## src/rtl/mem_geom_pkg.sv

```systemverilog
// memory-side geometry of the SDRAM address and command pins
`default_nettype none

package mem_geom_pkg;

    // ************************************************************
    // pin counts on the memory side of the address/command bus
    // ************************************************************

    // row/column address pins
    localparam int MEM_ADDR_WIDTH = 13;

    // bank address pins
    localparam int MEM_BANK_WIDTH = 2;

    // one chip select per rank
    localparam int MEM_CS_WIDTH = 1;

    localparam int MEM_CKE_WIDTH = 1;
    localparam int MEM_ODT_WIDTH = 1;

    // ************************************************************
    // single-beat vectors, one full-rate memory clock each
    // ************************************************************

    typedef logic [MEM_ADDR_WIDTH-1:0] mem_addr_t;
    typedef logic [MEM_BANK_WIDTH-1:0] mem_bank_t;
    typedef logic [MEM_CS_WIDTH-1:0]   mem_cs_t;
    typedef logic [MEM_CKE_WIDTH-1:0]  mem_cke_t;
    typedef logic [MEM_ODT_WIDTH-1:0]  mem_odt_t;

endpackage

`default_nettype wire

```

## src/rtl/afi_cmd_pkg.sv

```systemverilog
// half-rate controller word types, conversion phase and inactive command values
`default_nettype none

package afi_cmd_pkg;

    // ************************************************************
    // half-rate word fields, two beats each, low half is beat 0
    // ************************************************************

    // ras_n, cas_n and we_n are one pin each on the memory side
    localparam int AFI_CTL_WIDTH = 2;

    typedef logic [2*mem_geom_pkg::MEM_ADDR_WIDTH-1:0] afi_addr_t;
    typedef logic [2*mem_geom_pkg::MEM_BANK_WIDTH-1:0] afi_bank_t;
    typedef logic [2*mem_geom_pkg::MEM_CS_WIDTH-1:0]   afi_cs_t;
    typedef logic [2*mem_geom_pkg::MEM_CKE_WIDTH-1:0]  afi_cke_t;
    typedef logic [2*mem_geom_pkg::MEM_ODT_WIDTH-1:0]  afi_odt_t;
    typedef logic [AFI_CTL_WIDTH-1:0]                  afi_ctl_t;

    // the sync state waits for reset release, after which load and
    // second beat alternate for as long as reset stays high
    typedef enum logic [1:0] {
        PHASE_SYNC   = 2'd0,
        PHASE_LOAD   = 2'd1,
        PHASE_SECOND = 2'd2
    } ac_phase_t;

    // ************************************************************
    // values driven while the command pins are not enabled
    // ************************************************************

    // deselect, which is a NOP for every rank
    localparam mem_geom_pkg::mem_cs_t CMD_INACTIVE_CS_N = '1;

    localparam logic CMD_INACTIVE_CTL_N = 1'b1;

    localparam mem_geom_pkg::mem_addr_t CMD_INACTIVE_ADDR = '0;

endpackage

`default_nettype wire

```

## src/rtl/ac_cmd_if.sv

```systemverilog
// one full-rate address/command beat passed from the serializer to the output stage
`timescale 1ns/1ps
`default_nettype none

interface ac_cmd_if;

    import mem_geom_pkg::*;

    mem_addr_t addr;
    mem_bank_t bank;
    mem_cs_t   cs_n;
    mem_cke_t  cke;
    mem_odt_t  odt;
    logic      ras_n;
    logic      cas_n;
    logic      we_n;

    // the serializer drives a fresh beat on every clock
    modport src (
        output addr,
        output bank,
        output cs_n,
        output cke,
        output odt,
        output ras_n,
        output cas_n,
        output we_n
    );

    modport dst (
        input addr,
        input bank,
        input cs_n,
        input cke,
        input odt,
        input ras_n,
        input cas_n,
        input we_n
    );

endinterface

`default_nettype wire

```

## src/rtl/ac_phase_gen.sv

```systemverilog
// derives the half-rate load phase from the release of reset
`timescale 1ns/1ps
`default_nettype none

module ac_phase_gen (
    input  logic pll_mem_clk,
    input  logic rst_n,
    output logic load
);

    import afi_cmd_pkg::*;

    logic      rst_seen;
    logic      rst_seen_q;
    ac_phase_t phase;

    // ************************************************************
    // reset release detector
    // ************************************************************

    // both flops follow rst_n itself, so they must not be cleared by it
    always_ff @(posedge pll_mem_clk)
    begin
        rst_seen   <= rst_n;
        rst_seen_q <= rst_seen;
    end

    // ************************************************************
    // phase state machine
    // ************************************************************

    always_ff @(posedge pll_mem_clk)
    begin
        if (!rst_n)
        begin
            phase <= PHASE_SYNC;
        end
        else if (rst_seen && !rst_seen_q)
        begin
            // first cycle after release fixes the word boundary
            phase <= PHASE_LOAD;
        end
        else
        begin
            case (phase)
                PHASE_SYNC:   phase <= PHASE_SYNC;
                PHASE_LOAD:   phase <= PHASE_SECOND;
                PHASE_SECOND: phase <= PHASE_LOAD;
                default:      phase <= PHASE_SYNC;
            endcase
        end
    end

    // the controller word is taken on every edge where this is high
    assign load = (phase == PHASE_LOAD);

endmodule

`default_nettype wire

```

## src/rtl/ac_beat_serializer.sv

```systemverilog
// splits each half-rate command word into two full-rate beats, low half first
`timescale 1ns/1ps
`default_nettype none

module ac_beat_serializer (
    input  logic                 pll_mem_clk,
    input  logic                 rst_n,
    input  logic                 load,
    input  afi_cmd_pkg::afi_addr_t afi_addr,
    input  afi_cmd_pkg::afi_bank_t afi_bank,
    input  afi_cmd_pkg::afi_cs_t   afi_cs_n,
    input  afi_cmd_pkg::afi_cke_t  afi_cke,
    input  afi_cmd_pkg::afi_odt_t  afi_odt,
    input  afi_cmd_pkg::afi_ctl_t  afi_ras_n,
    input  afi_cmd_pkg::afi_ctl_t  afi_cas_n,
    input  afi_cmd_pkg::afi_ctl_t  afi_we_n,
    ac_cmd_if.src                beat
);

    import mem_geom_pkg::*;
    import afi_cmd_pkg::*;

    // high halves of the word taken at the last load
    mem_addr_t hi_addr;
    mem_bank_t hi_bank;
    mem_cs_t   hi_cs_n;
    mem_cke_t  hi_cke;
    mem_odt_t  hi_odt;
    logic      hi_ras_n;
    logic      hi_cas_n;
    logic      hi_we_n;

    // set in the cycle where beat 1 is due
    logic      second_due;

    // ************************************************************
    // beat 1 holding registers
    // ************************************************************

    always_ff @(posedge pll_mem_clk)
    begin
        if (load)
        begin
            hi_addr  <= afi_addr[2*MEM_ADDR_WIDTH-1:MEM_ADDR_WIDTH];
            hi_bank  <= afi_bank[2*MEM_BANK_WIDTH-1:MEM_BANK_WIDTH];
            hi_cs_n  <= afi_cs_n[2*MEM_CS_WIDTH-1:MEM_CS_WIDTH];
            hi_cke   <= afi_cke[2*MEM_CKE_WIDTH-1:MEM_CKE_WIDTH];
            hi_odt   <= afi_odt[2*MEM_ODT_WIDTH-1:MEM_ODT_WIDTH];
            hi_ras_n <= afi_ras_n[1];
            hi_cas_n <= afi_cas_n[1];
            hi_we_n  <= afi_we_n[1];
        end
    end

    always_ff @(posedge pll_mem_clk)
    begin
        if (!rst_n)
        begin
            second_due <= 1'b0;
        end
        else
        begin
            second_due <= load;
        end
    end

    // ************************************************************
    // beat register
    // ************************************************************

    // beat 0 goes out straight from the word, beat 1 from the holding
    // registers one cycle later; the beat holds until the first load
    always_ff @(posedge pll_mem_clk)
    begin
        if (!rst_n)
        begin
            beat.addr  <= CMD_INACTIVE_ADDR;
            beat.bank  <= '0;
            beat.cs_n  <= CMD_INACTIVE_CS_N;
            beat.cke   <= '0;
            beat.odt   <= '0;
            beat.ras_n <= CMD_INACTIVE_CTL_N;
            beat.cas_n <= CMD_INACTIVE_CTL_N;
            beat.we_n  <= CMD_INACTIVE_CTL_N;
        end
        else if (load)
        begin
            beat.addr  <= afi_addr[MEM_ADDR_WIDTH-1:0];
            beat.bank  <= afi_bank[MEM_BANK_WIDTH-1:0];
            beat.cs_n  <= afi_cs_n[MEM_CS_WIDTH-1:0];
            beat.cke   <= afi_cke[MEM_CKE_WIDTH-1:0];
            beat.odt   <= afi_odt[MEM_ODT_WIDTH-1:0];
            beat.ras_n <= afi_ras_n[0];
            beat.cas_n <= afi_cas_n[0];
            beat.we_n  <= afi_we_n[0];
        end
        else if (second_due)
        begin
            beat.addr  <= hi_addr;
            beat.bank  <= hi_bank;
            beat.cs_n  <= hi_cs_n;
            beat.cke   <= hi_cke;
            beat.odt   <= hi_odt;
            beat.ras_n <= hi_ras_n;
            beat.cas_n <= hi_cas_n;
            beat.we_n  <= hi_we_n;
        end
    end

endmodule

`default_nettype wire

```

## src/rtl/ac_output_stage.sv

```systemverilog
// registers command beats onto the memory pins, gated by the memory clock enables
`timescale 1ns/1ps
`default_nettype none

module ac_output_stage #(
    parameter int MEM_CK_WIDTH = 1
) (
    input  logic                    pll_mem_clk,
    input  logic                    rst_n,
    input  logic [MEM_CK_WIDTH-1:0] enable_mem_clk,
    ac_cmd_if.dst                   beat,
    output mem_geom_pkg::mem_addr_t mem_addr,
    output mem_geom_pkg::mem_bank_t mem_bank,
    output mem_geom_pkg::mem_cs_t   mem_cs_n,
    output mem_geom_pkg::mem_cke_t  mem_cke,
    output mem_geom_pkg::mem_odt_t  mem_odt,
    output logic                    mem_ras_n,
    output logic                    mem_cas_n,
    output logic                    mem_we_n,
    output logic                    cmd_oe,
    output logic [MEM_CK_WIDTH-1:0] mem_ck_en
);

    import afi_cmd_pkg::*;

    // any running memory clock lets commands through
    logic any_ck_en;

    assign any_ck_en = |enable_mem_clk;

    // ************************************************************
    // pin registers
    // ************************************************************

    always_ff @(posedge pll_mem_clk)
    begin
        if (!rst_n)
        begin
            mem_addr  <= CMD_INACTIVE_ADDR;
            mem_bank  <= '0;
            mem_cs_n  <= CMD_INACTIVE_CS_N;
            mem_odt   <= '0;
            mem_ras_n <= CMD_INACTIVE_CTL_N;
            mem_cas_n <= CMD_INACTIVE_CTL_N;
            mem_we_n  <= CMD_INACTIVE_CTL_N;
        end
        else if (any_ck_en)
        begin
            mem_addr  <= beat.addr;
            mem_bank  <= beat.bank;
            mem_cs_n  <= beat.cs_n;
            mem_odt   <= beat.odt;
            mem_ras_n <= beat.ras_n;
            mem_cas_n <= beat.cas_n;
            mem_we_n  <= beat.we_n;
        end
        else
        begin
            // stands in for the tri-stated pads: deselect with a quiet bus
            mem_addr  <= CMD_INACTIVE_ADDR;
            mem_bank  <= '0;
            mem_cs_n  <= CMD_INACTIVE_CS_N;
            mem_odt   <= '0;
            mem_ras_n <= CMD_INACTIVE_CTL_N;
            mem_cas_n <= CMD_INACTIVE_CTL_N;
            mem_we_n  <= CMD_INACTIVE_CTL_N;
        end
    end

    // cke must reach the memory even with its clocks stopped,
    // otherwise power-down entry and exit would be impossible
    always_ff @(posedge pll_mem_clk)
    begin
        if (!rst_n)
        begin
            mem_cke <= '0;
        end
        else
        begin
            mem_cke <= beat.cke;
        end
    end

    // ************************************************************
    // enable outputs, aligned with the beat they gate
    // ************************************************************

    always_ff @(posedge pll_mem_clk)
    begin
        if (!rst_n)
        begin
            cmd_oe    <= 1'b0;
            mem_ck_en <= '0;
        end
        else
        begin
            cmd_oe    <= any_ck_en;
            mem_ck_en <= enable_mem_clk;
        end
    end

endmodule

`default_nettype wire

```

## src/rtl/ac_pads_top.sv

```systemverilog
// half-rate to full-rate SDRAM address/command converter with gated memory pins
`timescale 1ns/1ps
`default_nettype none

module ac_pads_top #(
    parameter int MEM_CK_WIDTH = 1
) (
    input  logic                    pll_mem_clk,
    input  logic                    rst_n,
    input  logic [MEM_CK_WIDTH-1:0] enable_mem_clk,

    // half-rate controller word, low half of each field is beat 0
    input  afi_cmd_pkg::afi_addr_t  afi_addr,
    input  afi_cmd_pkg::afi_bank_t  afi_bank,
    input  afi_cmd_pkg::afi_cs_t    afi_cs_n,
    input  afi_cmd_pkg::afi_cke_t   afi_cke,
    input  afi_cmd_pkg::afi_odt_t   afi_odt,
    input  afi_cmd_pkg::afi_ctl_t   afi_ras_n,
    input  afi_cmd_pkg::afi_ctl_t   afi_cas_n,
    input  afi_cmd_pkg::afi_ctl_t   afi_we_n,

    // high on the edge where the word above is taken
    output logic                    afi_load,

    // full-rate memory pins
    output mem_geom_pkg::mem_addr_t mem_addr,
    output mem_geom_pkg::mem_bank_t mem_bank,
    output mem_geom_pkg::mem_cs_t   mem_cs_n,
    output mem_geom_pkg::mem_cke_t  mem_cke,
    output mem_geom_pkg::mem_odt_t  mem_odt,
    output logic                    mem_ras_n,
    output logic                    mem_cas_n,
    output logic                    mem_we_n,
    output logic                    cmd_oe,
    output logic [MEM_CK_WIDTH-1:0] mem_ck_en
);

    // one full-rate beat between serializer and pin registers
    ac_cmd_if beat_if ();

    // ************************************************************
    // phase, serializer and pin stage
    // ************************************************************

    ac_phase_gen i_ac_phase_gen (
        .pll_mem_clk (pll_mem_clk),
        .rst_n       (rst_n),
        .load        (afi_load)
    );

    ac_beat_serializer i_ac_beat_serializer (
        .pll_mem_clk (pll_mem_clk),
        .rst_n       (rst_n),
        .load        (afi_load),
        .afi_addr    (afi_addr),
        .afi_bank    (afi_bank),
        .afi_cs_n    (afi_cs_n),
        .afi_cke     (afi_cke),
        .afi_odt     (afi_odt),
        .afi_ras_n   (afi_ras_n),
        .afi_cas_n   (afi_cas_n),
        .afi_we_n    (afi_we_n),
        .beat        (beat_if.src)
    );

    // pins trail the load edge by two cycles for beat 0, three for beat 1
    ac_output_stage #(
        .MEM_CK_WIDTH (MEM_CK_WIDTH)
    ) i_ac_output_stage (
        .pll_mem_clk    (pll_mem_clk),
        .rst_n          (rst_n),
        .enable_mem_clk (enable_mem_clk),
        .beat           (beat_if.dst),
        .mem_addr       (mem_addr),
        .mem_bank       (mem_bank),
        .mem_cs_n       (mem_cs_n),
        .mem_cke        (mem_cke),
        .mem_odt        (mem_odt),
        .mem_ras_n      (mem_ras_n),
        .mem_cas_n      (mem_cas_n),
        .mem_we_n       (mem_we_n),
        .cmd_oe         (cmd_oe),
        .mem_ck_en      (mem_ck_en)
    );

endmodule

`default_nettype wire

```

## config.mk

```make
export PLATFORM = sky130hd
export DESIGN_NAME = ac_pads_top
export DESIGN_NICKNAME = d
export VERILOG_FILES = /design/src/rtl/mem_geom_pkg.sv /design/src/rtl/afi_cmd_pkg.sv /design/src/rtl/ac_cmd_if.sv /design/src/rtl/ac_phase_gen.sv /design/src/rtl/ac_beat_serializer.sv /design/src/rtl/ac_output_stage.sv /design/src/rtl/ac_pads_top.sv
export SDC_FILE = /design/constraint.sdc
export NUM_CORES = 1
export LEC_CHECK = 0
export BUFFER_PORTS_ARGS = -buffer_cell sky130_fd_sc_hd__buf_4
export CORE_MARGIN = 2
export CORE_UTILIZATION = 58
export CTS_BUF_LIST = sky130_fd_sc_hd__clkbuf_4 sky130_fd_sc_hd__clkbuf_8
export CTS_CLUSTER_DIAMETER = 120
export CTS_CLUSTER_SIZE = 16
export DETAILED_ROUTE_END_ITERATION = 6
export PLACE_DENSITY_LB_ADDON = 0.2
export SYNTH_ARGS = -nofsm -noshare
export SYNTH_HDL_FRONTEND = slang
export SYNTH_SLANG_ARGS = --single-unit
export TNS_END_PERCENT = 50
```

## constraint.sdc

```tcl
create_clock -name pll_mem_clk -period 4.1 [get_ports pll_mem_clk]
set_input_delay 0.205 -clock pll_mem_clk [delete_from_list [all_inputs] [get_ports pll_mem_clk]]
set_output_delay 0.205 -clock pll_mem_clk [all_outputs]
set_load 0.01 [all_outputs]
```

# Word level (Yosys, flattened, before mapping)
# Cells that the tools add are included.
# op_classes
eq_ne,2
n_mux,18
bitwise,1
reduce_logical,5
# op_table
op,count
$mux W13,2
$mux W1,13
$mux W2,2
$pmux W2 S2,1
$eq A2 B1 Y1 const B,1
$eq A2 B2 Y1 const B,1
$reduce_and A2 Y1,1
$reduce_bool A2 Y1,1
$reduce_or A2 Y1,1
$logic_and A1 B1 Y1,1
$logic_not A1 Y1,1
$not A1 Y1,1
# word_totals
register_bits,69
output_inout_bits,24
elab_cells,56

# Logic depth before layout (Yosys ltp)
# Gate-level depths: netlist (run 1).
# logic_depth
word_depth,3
depth_mapped,4

# Modules after synthesis
# Synthesis (run 1) repeated with hierarchy kept, for this count alone.
# hier_totals
cells_unflattened,174
area_unflattened_um2,2503.7
# by_module_without_submodules
module,instances,cells_each,area_each_um2
ac_beat_serializer,1,116,1760.4
ac_output_stage,1,49,628.1
ac_phase_gen,1,9,115.1

# Worst setup path after synthesis (run 1)
# No wires, ideal clock.
# synth_timing
path_kind,register to register
start,register i_ac_phase_gen.phase[1]
end,register i_ac_beat_serializer.hi_addr[0] (enable)
setup_time_ns,0.376
arrival_ns,1.143
setup_slack_ns,2.581
path_stages_with_launch,5
n_path_buf,2
path_cell_list,dfxtp_1 > nand2b_1 > buf_6 > buf_6 > inv_1
# synth_via
elab_chain_cells,1
# synth_rtl
item,line_no,text
from (decl),ac_phase_gen.sv:15,ac_phase_t phase;
from (signal assigned),ac_phase_gen.sv:36,phase <= PHASE_SYNC;
from (signal assigned),ac_phase_gen.sv:41,phase <= PHASE_LOAD;
from (signal assigned),ac_phase_gen.sv:46,PHASE_SYNC: phase <= PHASE_SYNC;
$eq A2 B1 Y1,ac_phase_gen.sv:55,assign load = (phase == PHASE_LOAD);
to (signal assigned),ac_beat_serializer.sv:44,hi_addr <= afi_addr[2*MEM_ADDR_WIDTH-1:MEM_ADDR_WIDTH];
to (decl),ac_beat_serializer.sv:24,mem_addr_t hi_addr;
# No other way between the ends.
# A chain may end at the register's enable or synchronous reset.

# Worst setup path in the final report (run 1)
# layout_timing
start,register i_ac_phase_gen.phase[1]
end,output afi_load
# layout_via
elab_chain_cells,1
# layout_rtl
item,line_no,text
$eq A2 B1 Y1,ac_phase_gen.sv:55,
to (decl),ac_pads_top.sv:23,"output logic afi_load,"
# No other way between the ends.

==> results of run 1 <==
sequential cells by signal, summed over array words and instances (netlist names), 2 cells and up:
name,count
i_ac_phase_gen.phase,2
i_ac_output_stage.mem_addr,13
i_ac_beat_serializer.hi_addr,13
i_ac_beat_serializer.hi_bank,2
i_ac_beat_serializer.beat.addr,13
i_ac_output_stage.mem_bank,2
i_ac_beat_serializer.beat.bank,2
synthesized netlist by cell type, drive strengths merged:
cell	count	share of area
edfxtp	21	0.25
nand2b	3	0.0075
clkbuf	4	0.0060
dfxtp	48	0.38
mux2i	21	0.084
a21oi	1	0.0020
a31oi	4	0.010
nand2	1	0.0015
buf	12	0.046
or2	4	0.010
nor4bb	4	0.016
nor3b	17	0.051
and2	1	0.0025
inv	4	0.0060
a211oi	17	0.079
and3	17	0.042
nor2	1	0.0015
final cells by class:
| type | instances | area, um^2 | share of cell area |
|---|---|---|---|
| Timing Repair Buffer | 69 | 518 | 0.165 |
| Inverter | 4 | 15.0 | 0.00479 |
| Sequential cell | 69 | 1590 | 0.508 |
| Tap cell | 50 | 62.6 | 0.0200 |
| Multi-Input combinational cell | 91 | 769 | 0.246 |
| Clock inverter | 6 | 37.5 | 0.0120 |
| Clock buffer | 10 | 138 | 0.0439 |
critical path: stages, from the launching register on:
cell,delay (ns)
dfxtp_1,0.82
nand2b_1,0.22
buf_4,0.33
inv_1,0.09
buf_4,0.15
power by group through the flow:
stage	Sequential, mW	Combinational (mW)	Clock (mW)
6_report	0.753	0.109	0.480
5_1_grt	0.756	0.118	0.522
4_1_cts	0.753	0.110	0.489
3_5_place_dp	0.768	0.109	0
3_3_place_gp	0.766	0.106	0
2_1_floorplan	0.761	0.0649	0
worst paths after layout:
kind,endpoint,slack [ns],from
worst max-delay path,afi_load,1.94,i_ac_phase_gen.phase[1]
worst min-delay path,i_ac_beat_serializer.hi_cke,0.04,afi_cke[1]
worst max register to register,i_ac_beat_serializer.hi_addr[1],2.21,i_ac_phase_gen.phase[1]
worst min register to register,i_ac_phase_gen.rst_seen_q,0.36,i_ac_phase_gen.rst_seen
routing by layer:
layer | vias to the layer above | GRT usage
met4 | 0 | 0.0962
met1 | 770 | 0.265
met3 | 9 | 0.0552
li1 | 783 | -
met2 | 63 | 0.380
met5 | - | 0
per-stage QoR:
step	hold WS, ns	total power [mW]	instances	util
after floorplan	0.233	0.825	180	-
after global placement	0.344	0.872	283	0.724
after detailed placement	0.347	0.877	283	0.724
after CTS	0.0269	1.35	299	0.766
after global routing	0.0215	1.40	299	0.766
final	0.0365	1.34	299	0.766
cell families (layout without fill, tap and decap cells):
logic type	after synthesis	count (layout)
AOI/OAI and AO/OA	22	22
buffers and inverters	20	89
muxes	21	21
DFF	69	69
and+or+nand+nor	48	48
==> flow_summary.ini, run 1 <==
[status]
status = finished, final reports clean

[floorplan]
core_area_mm2 = 0.00409
die_y_um = 69.7
chipWidth_um = 69.7
row_count = 23
initial_utilization = 0.613
num_io_pins = 69
dieArea_mm2 = 0.00486

[clock_tree]
clock_latency_ns = 0.34
cts_root_buf = clkbuf_8
cts_buffer_depth = 2
cts_resized = 0
cts.clk_slew.worst_paths_ns = 0.08
cts_tree = built
h-tree-depth = 3
postCtsSetupBuffers = 0
clkSinkCount = 69
cts_buffers = 9
cts_hold_buf = 0

[timing]
grt_setup_unrepaired = no
tns_ns = 0
max_slew_margin = 0.151
worstMarginPinSlew_ns = 1.27
slew_violations = 0
final.setup_skew_ns = 0.00751
fin_crit_sh = 0.528
finalHoldViolCount = 0
max_freq_ghz = 0.462
fin_crit_ns = 2.16
worst_slack_ns = 1.94
setup_violations = 0

[drt]
drc = 0
vias_per_cell = 5.43
antenna_left = 0
routed.top_layer = met4
drtPass1Iterations = 4
drtIter0Drc = 65
wl_met1_um = 1960
routed_wl_um = 4930
vias = 1625
wl_met3_um = 351
wl_met2_um = 2540
routedWlPerCell_um = 16.5

[power_and_ir_drop]
clkPwrFrac = 0.358
switching_share = 0.232
powerDensity_mw_per_mm2 = 429
p_int_mw = 1.03
p_comb_frac = 0.081
peakVddDrop_v = 0.000300
leakage_nw = 1.28
sequentialPowerShare = 0.561
p_switching_mw = 0.312

[worst_setup_path]
cp_max_fo = 23
required_ns = 3.89
cp-end-kind = output pin
worst_setup_path_start_kind = register
worstPathArrival_ns = 1.96
rr_worst_depth = 2
crit_type = register to output pin

[final_layout]
drive_above_1_share = 0.418
areaGrowthSynthToFinish_pct = 25.0
fillerInstances = 267
fin_area_mm2 = 0.00313
final_common_cell = buf_4
fin_nets = 289
final_cell_mix = 69 x buf_4, 48 x dfxtp_1, 21 x mux2i_1, 21 x edfxtp_1
diodes = 0

[logic_synthesis]
synth_compound_area_frac = 0.0909
synthSimpleGateAreaFrac = 0.132
ys_ff_latch = 69
synth_xor_area_frac = 0
yosysSeqAreaShare = 0.635
synthDistinctLibCells = 23
synth_fp_nets = 225
avgSynthCellArea_um2 = 13.9
synthCells = 180
yosys_warnings = 0
synth_top_family_by_area = simple AND/OR/NAND/NOR gates
synth_adder_area_share = 0
synthesis.area_mm2 = 0.00251
synth_mux_area_frac = 0.0839

[placed_design]
place_area_mm2 = 0.00296
place_ws_ns = 2.20
gp_congestion = 0.754
portBuffers = 68
dp_hpwl_um = 3170

[global_route]
antenna_found_initial = 0
grt.total_usage = 0.222
gr-total-overflow = 0
grt_max_degree = 30
grt_pass1_vias = 1722
grt_pass1_wl_um = 8270

[worst_hold_path]
whs_path_depth = 1
hold_path.class = primary input to register

[run]
drv_cap = 0
Power figures use the tool's default switching activity.
==> run 2, diff against run 1 <==
--- a/config.mk
+++ b/config.mk
@@ -7,7 +7,7 @@
 export LEC_CHECK = 0
 export BUFFER_PORTS_ARGS = -buffer_cell sky130_fd_sc_hd__buf_4
 export CORE_MARGIN = 2
-export CORE_UTILIZATION = 58
+export CORE_UTILIZATION = 53
 export CTS_BUF_LIST = sky130_fd_sc_hd__clkbuf_4 sky130_fd_sc_hd__clkbuf_8
 export CTS_CLUSTER_DIAMETER = 120
 export CTS_CLUSTER_SIZE = 16
==> constraint.sdc (replaced) <==
create_clock -name pll_mem_clk -period 2.1 [get_ports pll_mem_clk]
set_input_delay 0.105 -clock pll_mem_clk [delete_from_list [all_inputs] [get_ports pll_mem_clk]]
set_output_delay 0.105 -clock pll_mem_clk [all_outputs]
set_load 0.01 [all_outputs]
==> run 2 against run 1 <==
Against the previous run: clock power increased by 93%; sequential share of layout area fell by 3.7 points; combinational power grew 140%; clock skew shrank 0.0021 ns; utilization decreased by 3.6 points; via count increased by 6.4%; register-to-register slack worse by 1.5 ns; die area grew 8.9%.
==> flow_summary.ini, run 2 (synthesis results as in run 1) <==
[floorplan]
die_y_um = 72.8
num_io_pins = 69
initial_utilization = 0.541
dieArea_mm2 = 0.00529
row_count = 25
chipWidth_um = 72.8
core_area_mm2 = 0.00463

[worst_setup_path]
worst_setup_path_start_kind = register
critPathSlowestCell = buf_4
crit_top_cell = buf_4
worstPathArrival_ns = 1.40
crit_type = register to output pin
cp_max_fo = 23
crit_buf_inv = 3
required_ns = 2.00
worst_path_largest_cell_delay_ns = 0.34
crit_chain = nand2b_1, buf_4, inv_1, buf_4
crit_family = buffers and inverters
cp-end-kind = output pin

[global_route]
gr-total-overflow = 0
antenna_found_initial = 0
grt_pass1_wl_um = 8080
grt_max_degree = 30
grt_pass1_vias = 1644
grt.total_usage = 0.208

[clock_tree]
cts_root_buf = clkbuf_8
h-tree-depth = 3
postCtsSetupBuffers = 0
cts_tree = built
cts_buffer_depth = 2
cts.clk_slew.worst_paths_ns = 0.07
cts_buffers = 9
clock_latency_ns = 0.33
clkSinkCount = 69

[timing]
grt_setup_unrepaired = no
slew_violations = 0
setup_violations = 0
worstMarginPinSlew_ns = 0.474
finalHoldViolCount = 0
final.setup_skew_ns = 0.00541
fin_crit_sh = 0.719
max_freq_ghz = 0.662
max_slew_margin = 0.684
tns_ns = 0
fin_crit_ns = 1.51

[final_layout]
final_util = 0.730
diodes = 0
final_cell_mix = 72 x buf_4, 48 x dfxtp_1, 21 x mux2i_1, 21 x dlygate4sd3_1, 21 x edfxtp_1
final_common_cell = buf_4
fin_area_mm2 = 0.00338
largestRegisters = i_ac_beat_serializer.beat.addr: 13 flops, i_ac_beat_serializer.hi_addr: 13 flops, i_ac_output_stage.mem_addr: 13 flops
fin_nets = 314
drive_above_1_share = 0.387
fillerInstances = 338
areaGrowthSynthToFinish_pct = 34.9

[placed_design]
gp_congestion = 0.721
portBuffers = 68
place_area_mm2 = 0.00300
dp_hpwl_um = 3100

[drt]
antenna_left = 0
vias_per_cell = 5.27
drtIter0Drc = 88
routed_wl_um = 5180
vias = 1729
drtPass1Iterations = 4
routedWlPerCell_um = 15.8
drc = 0

[status]
status = finished, final reports clean

[power_and_ir_drop]
leakage_nw = 1.39
peakVddDrop_v = 0.000452
powerDensity_mw_per_mm2 = 782

[worst_hold_path]
hold_path.class = primary input to register

[run]
drv_cap = 0
## run 2: metal layers
metal,track usage,up-vias,share of wire
met5,0,-,0
li1,-,836,-
met3,0.0677,11,0.042
met4,0.0679,0,0.015
met1,0.253,834,0.42
met2,0.351,48,0.52
## run 2: power by group
part	switching, mW	leakage, nW	internal, mW
clock network	0.453	0.0902	0.473
logic	0.110	0.714	0.151
registers	0.0240	0.585	1.43
total	0.587	1.39	2.06
## run 2: worst paths after layout
check	depth (start not counted)	slack, ns	end	startpoint
worst max-delay path	4	0.59	afi_load	i_ac_phase_gen.phase[1]
worst max register to register	3	0.75	i_ac_beat_serializer.hi_addr[11]	i_ac_phase_gen.phase[1]
worst min register to register	0	0.36	i_ac_phase_gen.rst_seen_q	i_ac_phase_gen.rst_seen
worst min-delay path	3	0.04	i_ac_beat_serializer.beat.cs_n	afi_cs_n[0]
## run 2: per-stage QoR
stage / setup WS [ns] / cells / total power, mW / hold WS, ns
final: 0.590 / 328 / 2.64 / 0.0396
after global routing: 0.500 / 328 / 2.75 / 0.0560
after CTS: 0.587 / 328 / 2.65 / 0.0329
after detailed placement: 0.762 / 291 / 1.72 / 0.284
after global placement: 0.795 / 291 / 1.71 / 0.285
after floorplan: 0.581 / 180 / 1.61 / 0.133
## run 2: worst reg2reg max path: cells and delay by family (launching register included)
family | cells | cell delay, ns
buffers and inverters | 2 | 0.57
AND/OR/NAND/NOR | 1 | 0.15
flip-flops | 1 | 0.31
## run 2: final cells by class
type / instances / area [um^2] / area share
clock buffers: 13 / 154 / 0.0455
flip-flops and latches: 69 / 1590 / 0.471
multi-input cells: 91 / 769 / 0.228
inverters: 4 / 15.0 / 0.00444
repair buffers: 94 / 771 / 0.228
clock inverters: 3 / 12.5 / 0.00370
well taps: 54 / 67.6 / 0.0200
## run 2: timing repair
item | 4_1_cts | 5_1_grt
resized for setup | 0 | 0
endpoints found under the setup margin | 0 | 0
hold buffers | 21 | 0
endpoints found under the hold margin | 21 | 0
==> run 3, diff against run 2 <==
--- a/config.mk
+++ b/config.mk
@@ -5,9 +5,10 @@
 export SDC_FILE = /design/constraint.sdc
 export NUM_CORES = 1
 export LEC_CHECK = 0
+export ABC_AREA = 1
 export BUFFER_PORTS_ARGS = -buffer_cell sky130_fd_sc_hd__buf_4
 export CORE_MARGIN = 2
-export CORE_UTILIZATION = 53
+export CORE_UTILIZATION = 48
 export CTS_BUF_LIST = sky130_fd_sc_hd__clkbuf_4 sky130_fd_sc_hd__clkbuf_8
 export CTS_CLUSTER_DIAMETER = 120
 export CTS_CLUSTER_SIZE = 16
==> constraint.sdc (replaced) <==
create_clock -name pll_mem_clk -period 1.22 [get_ports pll_mem_clk]
set_input_delay 0.061 -clock pll_mem_clk [delete_from_list [all_inputs] [get_ports pll_mem_clk]]
set_output_delay 0.061 -clock pll_mem_clk [all_outputs]
set_load 0.01 [all_outputs]
==> run 3 against run 2 <==
Against the previous run: first-iteration DRC count grew 74%; worst hold slack gained 0.020 ns; utilization shrank 2.2 points; routed wire length grew 2.5%; final area grew 7.0%; largest power group unchanged; clock skew grew 0.00077 ns.
==> flow_summary.ini, run 3 <==
[status]
status = finished, final reports clean

[logic_synthesis]
netlist.area_leader.share = 0.380
synth_compound_area_frac = 0.0416
yosysSeqAreaShare = 0.630
synth_mux_area_frac = 0
avgSynthCellArea_um2 = 9.09
async_flop_share = 0
yosys_warnings = 0
synthCells = 278
synth_edf_count = 21
synth_top_area_cell = dfxtp_1
synthTopCellsByArea = dfxtp_1 38%, edfxtp_1 25%, nand2_1 9.5%
synthesis.area_mm2 = 0.00253
synth_fp_nets = 323
synth_adder_area_share = 0
synth_ff_type = dfxtp_1
synthSimpleGateAreaFrac = 0.222
synth_top_family_by_area = simple AND/OR/NAND/NOR gates
synth.most_common_cell = nand2_1
synthDistinctLibCells = 14
ys_ff_latch = 69
ys_top_cells_by_count = 64 x nand2_1, 48 x dfxtp_1, 42 x nand3_1
synth_xor_area_frac = 0

[timing]
grt_setup_unrepaired = no
slew_violations = 0
fin_crit_sh = 0.951
fin_crit_ns = 1.16
setup_violations = 0
finalHoldViolCount = 0
worstMarginPinSlew_ns = 0.301
tns_ns = 0
max_freq_ghz = 0.862
final.setup_skew_ns = 0.00618
max_slew_margin = 0.799

[power_and_ir_drop]
leakage_nw = 1.68
peakVddDrop_v = 0.00102
powerDensity_mw_per_mm2 = 1330
p_total_mw = 4.82

[global_route]
antenna_found_initial = 0
grt.total_usage = 0.194
grt_max_degree = 25
grt_pass1_vias = 1958
gr-total-overflow = 0
grt_pass1_wl_um = 8870

[placed_design]
place_area_mm2 = 0.00308
portBuffers = 68
gp_congestion = 0.837
dp_hpwl_um = 3230
placed_cells = 406

[drt]
drtIter0Drc = 153
routedWlPerCell_um = 11.8
vias_per_cell = 4.61
drtPass1Iterations = 4
vias = 2074
antenna_left = 0
drc = 0
routed_wl_um = 5310

[clock_tree]
cts_buffer_depth = 2
cts_root_buf = clkbuf_8
h-tree-depth = 3
cts.clk_slew.worst_paths_ns = 0.07
clock_latency_ns = 0.32
cts_tree = built
cts_buffers = 9
clkSinkCount = 69

[worst_setup_path]
cp-end-kind = output pin
crit_family = buffers and inverters
worstPathArrival_ns = 1.10
required_ns = 1.16
path_depth = 5
crit_buf_inv = 4
cp_max_fo = 4
crit_type = register to output pin
worst_setup_path_start_kind = register
crit_top_cell = inv_2
rr_worst_depth = 5
crit_chain = inv_2, nand2_4, buf_12, inv_2, buf_4
critPathSlowestCell = dfxtp_2
worst_path_largest_cell_delay_ns = 0.33

[final_layout]
drive_above_1_share = 0.261
diodes = 0
fin_area_mm2 = 0.00362
final_common_cell = buf_4
final_cell_mix = 75 x buf_4, 64 x nand2_1, 47 x dfxtp_1
largestRegisters = i_ac_beat_serializer.beat.addr: 13 flops, i_ac_beat_serializer.hi_addr: 13 flops, i_ac_output_stage.mem_addr: 13 flops
fin_nets = 422
finalNonFillerCells = 450
areaGrowthSynthToFinish_pct = 43.2

[floorplan]
die_y_um = 76.6
dieArea_mm2 = 0.00586
core_area_mm2 = 0.00511
row_count = 26
num_io_pins = 69
chipWidth_um = 76.6
initial_utilization = 0.495

[run]
drv_cap = 0

[worst_hold_path]
whs_path_depth = 5
hold_path.class = primary input to register
[run 3: cell count changes after synthesis, sizes merged, moves of 21 or more]
cell / delta
inv: +37
nand3: +42
mux2i: -21
nand2: +64
[run 3: final cells by class]
cell class | count | area [um^2]
flip-flops and latches | 69 | 1590
fillers | 397 | 1490
repair buffers | 105 | 928
multi-input cells | 151 | 666
inverters | 41 | 156
clock buffers | 12 | 153
well taps | 70 | 87.6
clock inverters | 2 | 35.0
[run 3: what timing repair did]
action,CTS,global route
hold buffers,26,0
setup endpoints to repair,1,1
gates resized for setup,1,0
pin swaps,0,0
hold endpoints to repair,26,0
cloned,2,0
setup buffers,0,2
[run 3: worst min-delay path, stage by stage]
cell	delay (ns)
buf_4	0.08
inv_1	0.03
nand2_1	0.06
nand3_1	0.06
nand2_1	0.05
[run 3: worst paths after layout]
path | start | slack (ns) | endpoint
hold reg to reg | i_ac_phase_gen.rst_seen | 0.36 | i_ac_phase_gen.rst_seen_q
setup / recovery | i_ac_phase_gen.phase[1] | 0.06 | afi_load
setup reg to reg | i_ac_phase_gen.phase[1] | 0.09 | i_ac_beat_serializer.beat.we_n
hold / removal | afi_cke[0] | 0.06 | i_ac_beat_serializer.beat.cke
[run 3: stage by stage]
step	setup slack (ns)	hold WS (ns)	util
floorplan	0.0798	0.0887	-
global placement	0.235	0.240	0.602
detailed placement	0.155	0.240	0.602
CTS	0.0147	0.0442	0.703
global route	0.00351	0.0950	0.708
finish	0.0595	0.0599	0.708
[run 3: kinds of logic (layout without fill, tap and decap cells)]
group	Yosys count	count (layout)
and+or+nand+nor	130	130
DFF	69	69
buffers and inverters	58	160
AOI/OAI and AO/OA	21	21
[run 3: where the power goes]
part           switching [mW]  internal [mW]
clock                   0.766           1.02
sequential             0.0393           2.47
combinational           0.230          0.291
total                    1.03           3.78
[run 3: metal layers]
metal  part of all wire  up-vias  track usage
li1                   -     1068            -
met1               0.45      927        0.253
met2               0.48       70        0.306
met3              0.053        9       0.0415
met4              0.014        0        0.100
met5                  0        -            0
